File: src/hdl/core_pkg.sv
package core_pkg;

    localparam int XLEN = 32;

    // pc increment for the link value of jumps
    localparam int PC_STEP = 4;

    typedef logic [XLEN-1:0] data_t;
    typedef logic [4:0]      reg_addr_t;

    // major opcodes of the supported subset
    typedef enum logic [6:0] {
        OPC_OP     = 7'b0110011,
        OPC_OP_IMM = 7'b0010011,
        OPC_LUI    = 7'b0110111,
        OPC_AUIPC  = 7'b0010111,
        OPC_JAL    = 7'b1101111,
        OPC_JALR   = 7'b1100111,
        OPC_BRANCH = 7'b1100011
    } opcode_e;

    typedef enum logic [3:0] {
        ALU_ADD  = 4'd0,
        ALU_SUB  = 4'd1,
        ALU_SLL  = 4'd2,
        ALU_SLT  = 4'd3,
        ALU_SLTU = 4'd4,
        ALU_XOR  = 4'd5,
        ALU_SRL  = 4'd6,
        ALU_SRA  = 4'd7,
        ALU_OR   = 4'd8,
        ALU_AND  = 4'd9
    } alu_op_e;

    // encoded like the branch funct3
    typedef enum logic [2:0] {
        CMP_EQ  = 3'b000,
        CMP_NE  = 3'b001,
        CMP_LT  = 3'b100,
        CMP_GE  = 3'b101,
        CMP_LTU = 3'b110,
        CMP_GEU = 3'b111
    } cmp_op_e;

    typedef enum logic [1:0] {
        SRC1_RS1  = 2'd0,
        SRC1_PC   = 2'd1,
        SRC1_ZERO = 2'd2
    } src1_sel_e;

    typedef enum logic {
        SRC2_RS2 = 1'b0,
        SRC2_IMM = 1'b1
    } src2_sel_e;

    typedef enum logic {
        WB_ALU      = 1'b0,
        WB_PC_PLUS4 = 1'b1
    } wb_sel_e;

    // decoded instruction, held in the ID/EX register
    typedef struct packed {
        logic      valid;
        logic      illegal;
        data_t     pc;
        data_t     rs1_data;
        data_t     rs2_data;
        data_t     imm;
        reg_addr_t rd;
        logic      reg_write;
        logic      jump;
        logic      branch;
        src1_sel_e src1_sel;
        src2_sel_e src2_sel;
        alu_op_e   alu_op;
        cmp_op_e   cmp_op;
        wb_sel_e   wb_sel;
    } id_ex_t;

    typedef struct packed {
        logic      valid;
        logic      illegal;
        reg_addr_t rd;
        logic      reg_write;
        data_t     wb_data;
        logic      redirect;
        data_t     target;
    } ex_result_t;

    // empty slot, every control field inactive
    localparam id_ex_t ID_EX_BUBBLE = '{
        valid:     1'b0,
        illegal:   1'b0,
        pc:        '0,
        rs1_data:  '0,
        rs2_data:  '0,
        imm:       '0,
        rd:        '0,
        reg_write: 1'b0,
        jump:      1'b0,
        branch:    1'b0,
        src1_sel:  SRC1_RS1,
        src2_sel:  SRC2_RS2,
        alu_op:    ALU_ADD,
        cmp_op:    CMP_EQ,
        wb_sel:    WB_ALU
    };

endpackage

File: src/hdl/instr_decoder.sv
`timescale 1ns/1ps

module instr_decoder (
    input  logic             valid_i,
    input  core_pkg::data_t  instr_i,
    input  core_pkg::data_t  pc_i,
    input  core_pkg::data_t  rs1_data_i,
    input  core_pkg::data_t  rs2_data_i,
    output core_pkg::id_ex_t bundle_o
);

    core_pkg::opcode_e   opcode;
    logic [2:0]          funct3;
    logic                funct7_alt;
    core_pkg::reg_addr_t rd;
    core_pkg::data_t     imm_i;
    core_pkg::data_t     imm_b;
    core_pkg::data_t     imm_u;
    core_pkg::data_t     imm_j;
    core_pkg::alu_op_e   arith_op;
    core_pkg::cmp_op_e   cmp_op;
    logic                rd_write;

    assign opcode     = core_pkg::opcode_e'(instr_i[6:0]);
    assign funct3     = instr_i[14:12];
    assign funct7_alt = instr_i[30];
    assign rd         = instr_i[11:7];

    // immediates sign extended from bit 31
    assign imm_i = {{20{instr_i[31]}}, instr_i[31:20]};
    assign imm_b = {{20{instr_i[31]}}, instr_i[7], instr_i[30:25], instr_i[11:8], 1'b0};
    assign imm_u = {instr_i[31:12], 12'b0};
    assign imm_j = {{12{instr_i[31]}}, instr_i[19:12], instr_i[20], instr_i[30:21], 1'b0};

    // sub only exists in register form and srai carries bit 30 in its immediate
    always_comb begin
        case (funct3)
            3'b000:  arith_op = (opcode == core_pkg::OPC_OP && funct7_alt) ?
                                core_pkg::ALU_SUB : core_pkg::ALU_ADD;
            3'b001:  arith_op = core_pkg::ALU_SLL;
            3'b010:  arith_op = core_pkg::ALU_SLT;
            3'b011:  arith_op = core_pkg::ALU_SLTU;
            3'b100:  arith_op = core_pkg::ALU_XOR;
            3'b101:  arith_op = funct7_alt ? core_pkg::ALU_SRA : core_pkg::ALU_SRL;
            3'b110:  arith_op = core_pkg::ALU_OR;
            default: arith_op = core_pkg::ALU_AND;
        endcase
    end

    always_comb begin
        case (funct3)
            3'b000:  cmp_op = core_pkg::CMP_EQ;
            3'b001:  cmp_op = core_pkg::CMP_NE;
            3'b100:  cmp_op = core_pkg::CMP_LT;
            3'b101:  cmp_op = core_pkg::CMP_GE;
            3'b110:  cmp_op = core_pkg::CMP_LTU;
            default: cmp_op = core_pkg::CMP_GEU;
        endcase
    end

    always_comb begin
        bundle_o          = core_pkg::ID_EX_BUBBLE;
        bundle_o.valid    = valid_i;
        bundle_o.pc       = pc_i;
        bundle_o.rs1_data = rs1_data_i;
        bundle_o.rs2_data = rs2_data_i;
        bundle_o.rd       = rd;
        rd_write          = 1'b1;
        case (opcode)
            core_pkg::OPC_OP: begin
                bundle_o.alu_op = arith_op;
            end
            core_pkg::OPC_OP_IMM: begin
                bundle_o.src2_sel = core_pkg::SRC2_IMM;
                bundle_o.imm      = imm_i;
                bundle_o.alu_op   = arith_op;
            end
            core_pkg::OPC_LUI, core_pkg::OPC_AUIPC: begin
                bundle_o.src1_sel = (opcode == core_pkg::OPC_LUI) ?
                                    core_pkg::SRC1_ZERO : core_pkg::SRC1_PC;
                bundle_o.src2_sel = core_pkg::SRC2_IMM;
                bundle_o.imm      = imm_u;
            end
            core_pkg::OPC_JAL, core_pkg::OPC_JALR: begin
                // alu forms the target while writeback takes the link address
                bundle_o.src1_sel = (opcode == core_pkg::OPC_JAL) ?
                                    core_pkg::SRC1_PC : core_pkg::SRC1_RS1;
                bundle_o.src2_sel = core_pkg::SRC2_IMM;
                bundle_o.imm      = (opcode == core_pkg::OPC_JAL) ? imm_j : imm_i;
                bundle_o.jump     = 1'b1;
                bundle_o.wb_sel   = core_pkg::WB_PC_PLUS4;
            end
            core_pkg::OPC_BRANCH: begin
                bundle_o.src1_sel = core_pkg::SRC1_PC;
                bundle_o.src2_sel = core_pkg::SRC2_IMM;
                bundle_o.imm      = imm_b;
                bundle_o.branch   = 1'b1;
                bundle_o.cmp_op   = cmp_op;
                bundle_o.rd       = '0;
                rd_write          = 1'b0;
            end
            default: begin
                bundle_o.illegal = 1'b1;
                rd_write         = 1'b0;
            end
        endcase
        bundle_o.reg_write = rd_write && (bundle_o.rd != '0);
        // a bubble carries no side effects
        if (!valid_i) begin
            bundle_o.illegal   = 1'b0;
            bundle_o.reg_write = 1'b0;
            bundle_o.jump      = 1'b0;
            bundle_o.branch    = 1'b0;
        end
    end

endmodule

File: src/hdl/id_ex_reg.sv
`timescale 1ns/1ps

module id_ex_reg (
    input  logic             clk,
    input  logic             rst_n_i,
    input  logic             flush_i,
    input  logic             kill_i,
    input  core_pkg::id_ex_t bundle_i,
    output core_pkg::id_ex_t bundle_o
);

    // whole bundle as one register, a bubble on reset, flush or kill
    always_ff @(posedge clk or negedge rst_n_i) begin
        if (!rst_n_i) begin
            bundle_o <= core_pkg::ID_EX_BUBBLE;
        end else if (flush_i || kill_i) begin
            // wrong-path or flushed slot
            bundle_o <= core_pkg::ID_EX_BUBBLE;
        end else begin
            bundle_o <= bundle_i;
        end
    end

    // kill comes back from the execute stage through ex_combine
    a_clear_after_flush_or_kill : assert property (
        @(posedge clk) disable iff (!rst_n_i)
        (flush_i || kill_i) |=> !bundle_o.valid
    ) else $error("id_ex_reg: valid slot after flush or kill");

    // a bubble must never reach execute with side effects
    a_bubble_is_inert : assert property (
        @(posedge clk) disable iff (!rst_n_i)
        !bundle_o.valid |-> !(bundle_o.reg_write || bundle_o.jump || bundle_o.branch)
    ) else $error("id_ex_reg: bubble with active control");

endmodule

File: src/hdl/alu.sv
`timescale 1ns/1ps

module alu (
    input  core_pkg::id_ex_t bundle_i,
    output core_pkg::data_t  result_o
);

    core_pkg::data_t op_a;
    core_pkg::data_t op_b;
    logic [4:0]      shamt;

    // first operand, pc for auipc, jal and branch targets
    always_comb begin
        case (bundle_i.src1_sel)
            core_pkg::SRC1_PC:   op_a = bundle_i.pc;
            core_pkg::SRC1_ZERO: op_a = '0;
            default:             op_a = bundle_i.rs1_data;
        endcase
    end

    assign op_b  = (bundle_i.src2_sel == core_pkg::SRC2_IMM) ? bundle_i.imm : bundle_i.rs2_data;
    assign shamt = op_b[4:0];

    // jump and branch targets come out of the add path
    always_comb begin
        case (bundle_i.alu_op)
            core_pkg::ALU_SUB:  result_o = op_a - op_b;
            core_pkg::ALU_SLL:  result_o = op_a << shamt;
            core_pkg::ALU_SLT:  result_o = {31'b0, $signed(op_a) < $signed(op_b)};
            core_pkg::ALU_SLTU: result_o = {31'b0, op_a < op_b};
            core_pkg::ALU_XOR:  result_o = op_a ^ op_b;
            core_pkg::ALU_SRL:  result_o = op_a >> shamt;
            core_pkg::ALU_SRA:  result_o = $unsigned($signed(op_a) >>> shamt);
            core_pkg::ALU_OR:   result_o = op_a | op_b;
            core_pkg::ALU_AND:  result_o = op_a & op_b;
            default:            result_o = op_a + op_b;
        endcase
    end

endmodule

File: src/hdl/branch_cmp.sv
`timescale 1ns/1ps

module branch_cmp (
    input  core_pkg::id_ex_t bundle_i,
    output logic             taken_o
);

    logic cond;
    logic is_eq;
    logic is_lt;
    logic is_ltu;

    assign is_eq  = bundle_i.rs1_data == bundle_i.rs2_data;
    assign is_lt  = $signed(bundle_i.rs1_data) < $signed(bundle_i.rs2_data);
    assign is_ltu = bundle_i.rs1_data < bundle_i.rs2_data;

    always_comb begin
        case (bundle_i.cmp_op)
            core_pkg::CMP_NE:  cond = !is_eq;
            core_pkg::CMP_LT:  cond = is_lt;
            core_pkg::CMP_GE:  cond = !is_lt;
            core_pkg::CMP_LTU: cond = is_ltu;
            core_pkg::CMP_GEU: cond = !is_ltu;
            default:           cond = is_eq;
        endcase
    end

    // only a real branch may report taken
    assign taken_o = bundle_i.valid && bundle_i.branch && cond;

endmodule

File: src/hdl/ex_combine.sv
`timescale 1ns/1ps

module ex_combine (
    input  core_pkg::id_ex_t     bundle_i,
    input  core_pkg::data_t      alu_result_i,
    input  logic                 taken_i,
    output core_pkg::ex_result_t ex_o,
    output logic                 kill_o
);

    core_pkg::data_t pc_plus4;
    logic            redirect;

    assign pc_plus4 = bundle_i.pc + core_pkg::data_t'(core_pkg::PC_STEP);

    // taken_i already carries the valid qualifier
    assign redirect = (bundle_i.valid && bundle_i.jump) || taken_i;

    always_comb begin
        ex_o.valid     = bundle_i.valid;
        ex_o.illegal   = bundle_i.illegal;
        ex_o.rd        = bundle_i.rd;
        ex_o.reg_write = bundle_i.reg_write;
        ex_o.wb_data   = (bundle_i.wb_sel == core_pkg::WB_PC_PLUS4) ? pc_plus4 : alu_result_i;
        ex_o.redirect  = redirect;
        // jalr needs bit 0 cleared, harmless for the others
        ex_o.target    = {alu_result_i[core_pkg::XLEN-1:1], 1'b0};
        assert (!redirect || bundle_i.valid)
            else $error("ex_combine: redirect from a bubble");
    end

    // drop the wrong-path follower in id_ex_reg
    assign kill_o = redirect;

endmodule

File: src/hdl/decode_execute_top.sv
`timescale 1ns/1ps

module decode_execute_top (
    input  logic                 clk,
    input  logic                 rst_n_i,
    input  logic                 valid_i,
    input  logic                 flush_i,
    input  core_pkg::data_t      instr_i,
    input  core_pkg::data_t      pc_i,
    input  core_pkg::data_t      rs1_data_i,
    input  core_pkg::data_t      rs2_data_i,
    output core_pkg::ex_result_t ex_o
);

    core_pkg::id_ex_t dec_bundle;
    core_pkg::id_ex_t ex_bundle;
    core_pkg::data_t  alu_result;
    logic             cmp_true;
    logic             kill;

    instr_decoder u_decoder (
        .valid_i    (valid_i),
        .instr_i    (instr_i),
        .pc_i       (pc_i),
        .rs1_data_i (rs1_data_i),
        .rs2_data_i (rs2_data_i),
        .bundle_o   (dec_bundle)
    );

    id_ex_reg u_id_ex (
        .clk      (clk),
        .rst_n_i  (rst_n_i),
        .flush_i  (flush_i),
        .kill_i   (kill),
        .bundle_i (dec_bundle),
        .bundle_o (ex_bundle)
    );

    // execute stage, all combinational
    alu u_alu (
        .bundle_i (ex_bundle),
        .result_o (alu_result)
    );

    branch_cmp u_cmp (
        .bundle_i (ex_bundle),
        .taken_o  (cmp_true)
    );

    ex_combine u_combine (
        .bundle_i     (ex_bundle),
        .alu_result_i (alu_result),
        .taken_i      (cmp_true),
        .ex_o         (ex_o),
        .kill_o       (kill)
    );

endmodule

File: config.mk
export PLATFORM = sky130hd
export DESIGN_NAME = decode_execute_top
export DESIGN_NICKNAME = d
export VERILOG_FILES = /design/src/hdl/core_pkg.sv /design/src/hdl/instr_decoder.sv /design/src/hdl/id_ex_reg.sv /design/src/hdl/alu.sv /design/src/hdl/branch_cmp.sv /design/src/hdl/ex_combine.sv /design/src/hdl/decode_execute_top.sv
export SDC_FILE = /design/constraint.sdc
export NUM_CORES = 1
export LEC_CHECK = 0
export BUFFER_PORTS_ARGS = -buffer_cell sky130_fd_sc_hd__buf_2
export CAP_MARGIN = 20
export CORE_UTILIZATION = 40
export DETAILED_ROUTE_END_ITERATION = 10
export GPL_TIMING_DRIVEN = 0
export RECOVER_POWER = 100
export SYNTH_ARGS = -nofsm -noshare
export SYNTH_HDL_FRONTEND = slang
export SYNTH_SLANG_ARGS = --single-unit
File: constraint.sdc
create_clock -name clk -period 11.6 [get_ports clk]
set_input_delay 0.58 -clock clk [delete_from_list [all_inputs] [get_ports clk]]
set_output_delay 0.58 -clock clk [all_outputs]
set_load 0.02 [all_outputs]
# After elaboration in Yosys (flattened, before gate mapping)
# Index checks and enable logic that the tools add are counted.
word_totals:
  ff_bits: 149
  input_bits: 132
  word_cells: 101
  out_inout_bits: 73
classes:
  muxes: 25
  n_eq_ne: 30
  bitwise: 3
  n_addsub: 3
  magnitude_cmp: 4
  n_shift: 3
  n_reduce_logical: 18
op_table:
  columns: ["op", "count"]
  rows:
  - ["$pmux W32 S9", 1]
  - ["$mux W149", 1]
  - ["$lt A32 B32 Y1", 4]
  - ["$pmux W32 S4", 1]
  - ["$mux W32", 2]
  - ["$pmux W32 S2", 1]
  - ["$add A32 B3 Y32 const B", 1]
  - ["$add A32 B32 Y32", 1]
  - ["$and A32 B32 Y32", 1]
  - ["$eq A32 B32 Y1", 1]
  - ["$or A32 B32 Y32", 1]
  - ["$shl A32 B5 Y32", 1]
  - ["$shr A32 B5 Y32", 1]
  - ["$sshr A32 B5 Y32", 1]
  - ["$sub A32 B32 Y32", 1]
  - ["$xor A32 B32 Y32", 1]
  - ["$pmux W4 S7", 1]
  - ["$eq A3 B3 Y1 const B", 7]
  - ["$eq A7 B7 Y1 const B", 3]
  - ["$mux W20", 1]
  - ["$eq A4 B3 Y1 const B", 4]
  - ["$pmux W3 S5", 1]
  - ["$eq A7 B5 Y1 const B", 2]
  - ["$eq A7 B6 Y1 const B", 2]
  - ["other kinds (22)", 45]

# Logic depth before layout (Yosys ltp)
depth:
  depth_word: 7
  depth_mapped: 20
  ltp_nobuf: 18

# By module
# A second synthesis with hierarchy kept.
hier_totals:
  hier_cells: 2371
  hier_area_um2: 19542.5
by_module_without_submodules:
  columns: ["module", "seq_area_each_um2", "n_inst", "area_per_inst_um2", "cells_per_inst"]
  rows:
  - ["alu", 0.0, 1, 10089.7, 1499]
  - ["id_ex_reg", 3728.6, 1, 5739.3, 332]
  - ["instr_decoder", 0.0, 1, 1462.7, 199]
  - ["ex_combine", 0.0, 1, 1350.0, 214]
  - ["branch_cmp", 0.0, 1, 900.9, 127]

# Worst setup path before layout
# Ideal clock, no wire load.
synth_timing:
  path_kind: "reg-to-output"
  start: "register u_id_ex.bundle_o[8] (netlist name)"
  end: "output ex_o[60] (netlist name)"
  n_path_buf: 6
  arrival_time_ps: 4884
  stages_incl_launch_ff: 19
  path_slack_ps: 6136
  t_required_ps: 11020
  cell_sequence: "dfrtp_1 buf_6 clkbuf_1 mux2i_1 clkbuf_1 clkbuf_1 buf_1 ha_1 buf_2 nor2_1 a311oi_2 a22oi_2 a31oi_4 o21a_4 o31ai_4 a2111oi_0 a2111oi_0 o2111ai_1 mux2_2"
synth_lines:
  columns: ["item", "line_no", "text"]
  rows:
  - ["start, declared", "id_ex_reg.sv:9", "output core_pkg::id_ex_t bundle_o"]
  - ["start signal, assigned", "id_ex_reg.sv:15", "bundle_o <= core_pkg::ID_EX_BUBBLE;"]
  - ["start signal, assigned", "id_ex_reg.sv:18", "bundle_o <= core_pkg::ID_EX_BUBBLE;"]
  - ["start signal, assigned", "id_ex_reg.sv:20", "bundle_o <= bundle_i;"]
  - ["end, declared", "decode_execute_top.sv:12", "output core_pkg::ex_result_t ex_o"]

==> out/metrics.yaml <==
status: "finished with violations"
violations: "DRC, capacitance limit, slew limit"
min_path_cells: 2
htreeDepth: 4
fin_cells: 2972
fin_nets: 2690
fin_crit_ns: 10.0
cts_root_buf: "clkbuf_16"
drt-initial-drc-count: 2558
clk_latency_ns: 0.43
grt_overflow: 0
cts_buffer_depth: 2
num_rows: 74
p_leak_nw: 8.27
grt_max_degree: 102
synth_cells: 2190
holdCritPathClass: "input port to flop"
reg2reg_from: "u_id_ex.bundle_o[114]"
ctsHoldBuffers: 0
largest_register: "u_id_ex.bundle_o"
grtUsageTotal: 0.426
period_share: 0.862
cp_data_arrival_time_ns: 9.42
areaGrowthSynthToFinish_pct: 12.9
syn-num-nets: 2455
layout-drive-gt1-share: 0.132
async_flop_share: 1.00
post_dp_cell_area_um2: 18600
worstMarginPinSlew_ns: 5.19
worstSetupPathType: "flop to primary output"
ys_types: 93
routed_via_density: 6.45
crit_path_start_kind: "flop"
skew_ns: 0.0105
worst-path-max-fanout: 11
dp_slack_ns: 3.42
largestRegisters: "u_id_ex.bundle_o x149"
wl_per_cell_um: 30.9
die_y_um: 207
dr.pass1.iters: 11
synth_edf_count: 0
dp_hpwl_um: 76200
syn_area_per_cell_um2: 7.66
power.density_nw_per_um2: 108
reg2reg_depth: 12
clock-sinks: 149
num_io_pins: 205
cts_buffers: 17
tritoncts: "built"
post_cts_resized: 0
largest_reg_flops: 149
synth_warnings: 0
portBuffers: 201
slew_viol_final: 163
ff2ff_setup_slack_ns: 7.12
core_area_um2: 41100
yosys.area.top_type_share: 0.222
wirelength_um: 91700
synth.most_common_cell: "nand2_1"
postLayoutSetupSlackWorst_ns: 1.60
maxSlewHeadroom: -2.46
power_mw: 2.04
synth_area_leaders: "dfrtp_1, ha_1, nand2_1"
final_core_util: 0.461
postRouteAntennaNets: 0
die_w_um: 207
finalSetupViolations: 0
grt_pass1_vias: 18100
grt_antenna_before_repair: 0
num_vias: 19200
final-hold-violation-count: 0
vdd_drop_max_mv: 0.123
drcViolationCount: 2
setup_tns_ns: 0
worstSetupEndpointType: "primary output"
netlist_area_um2: 16800
ys_seq_area_frac: 0.222
ys_seq_elements: 149
startpoint: "u_id_ex.bundle_o[8]"
start_util: 0.408
maxCapViolCount: 3
rsz0062_at_grt: "false"
grt_pass1_wl_um: 128000
synth_commonest_cells: "nand2_1, nor2_1, o21ai_0"
dp_cells: 2933
hold_slack_ns: 0.354
finalInstanceArea_um2: 18900
fp.dieArea_um2: 42800
gp_congestion: 1.06
postCtsSetupRepairBufs: 0
yosys.area.top_type: "dfrtp_1"
max_freq_ghz: 0.100
reg2reg_to: "u_id_ex.bundle_o[132]"
dominantRegCellSynth: "dfrtp_1"
crit_path_end: "ex_o[60]"
cp_data_required_time_ns: 11.02
path_clk_slew_ns: 0.06
## placed cells by master, fill, tap and decap left out, types with 9 or more instances in the layout
master,synthesis,layout
nand2_1,244,244
a21o_1,32,32
inv_1,135,135
nor2_1,210,210
a221oi_1,28,28
mux2_2,29,27
a21oi_1,144,145
and2_1,115,52
nand3_1,49,49
dfrtp_1,149,149
mux4_2,26,26
nor3_1,41,41
o22ai_1,18,18
nand4_1,25,25
buf_2,30,181
nand2b_1,18,18
clkbuf_16,0,17
buf_4,15,19
mux2i_1,67,68
o21bai_1,13,13
xor2_1,18,18
a22oi_1,26,27
xnor2_1,22,22
nor2b_1,12,12
ha_1,131,131
o21a_1,16,17
o221ai_1,13,13
o31ai_1,15,16
or3_1,13,13
o211ai_1,38,38
o21ai_1,11,10
a31oi_1,17,18
nand3b_1,9,9
clkbuf_1,94,156
o21ai_0,152,153
a211oi_1,21,23
and3_1,29,29
and2_0,0,63
buf_1,11,11
o2111ai_1,11,11
## critical path, stage by stage, from the launching register on
cell and delay [ns]:
dfrtp_1 0.33, clkbuf_1 0.28, mux2i_1 1.37, clkbuf_1 0.56, clkbuf_1 0.59, clkbuf_1 0.62, ha_1 0.36, clkbuf_1 0.21
nor2_1 0.14, a311oi_1 0.17, a22oi_1 0.45, a31oi_1 0.22, o21a_1 0.34, o31ai_1 1.07, a2111oi_0 0.28, a2111oi_0 1.08
o2111ai_1 0.37, mux2_2 0.35, clkbuf_1 0.17
## power by group
part           total [mW]  internal [mW]  switching, mW  leakage [nW]
clock network       0.498          0.279          0.219         0.254
logic               0.967          0.299          0.668          6.09
registers           0.572          0.545         0.0266          1.93
## final cells by class
cell class                 instances  area, um^2
timing repair buffer             216        1030
multi-input combinational       1743       11700
buffer                           156         714
antenna                            2        5.00
fill                            4350       22200
tap                              532         666
sequential                       149        3730
clock buffer                      21         450
inverter                         142         536
clock inverter                    11        77.6
## per-layer routing
metal  share of wire  up-vias  GRT usage
met5               0        -          0
met4           0.068        0      0.254
met3            0.10      287     0.0945
met2            0.44     1294      0.655
met1            0.39     9239      0.544
li1                -     8345          -
## worst min path at each step
stage / start / to
finish: pc_i[30] / u_id_ex.bundle_o[145]
global route: rs1_data_i[10] / u_id_ex.bundle_o[93]
CTS: rst_n_i / u_id_ex.bundle_o[56]
detailed placement: rst_n_i / u_id_ex.bundle_o[56]
global placement: u_id_ex.bundle_o[12] / u_id_ex.bundle_o[23]
floorplan: rst_n_i / u_id_ex.bundle_o[0]
## cells by family after synthesis
family,count (synthesis),share of synthesized area
AND/OR/NAND/NOR,791,0.222
AO/OA/AOI/OAI,653,0.263
buffers and inverters,298,0.0751
flip-flops,149,0.222
adder cells (fa/ha/maj),133,0.100
multiplexers,125,0.0967
XOR/XNOR,40,0.0209
other,1,0.000223
Power figures use the tool's default switching activity.
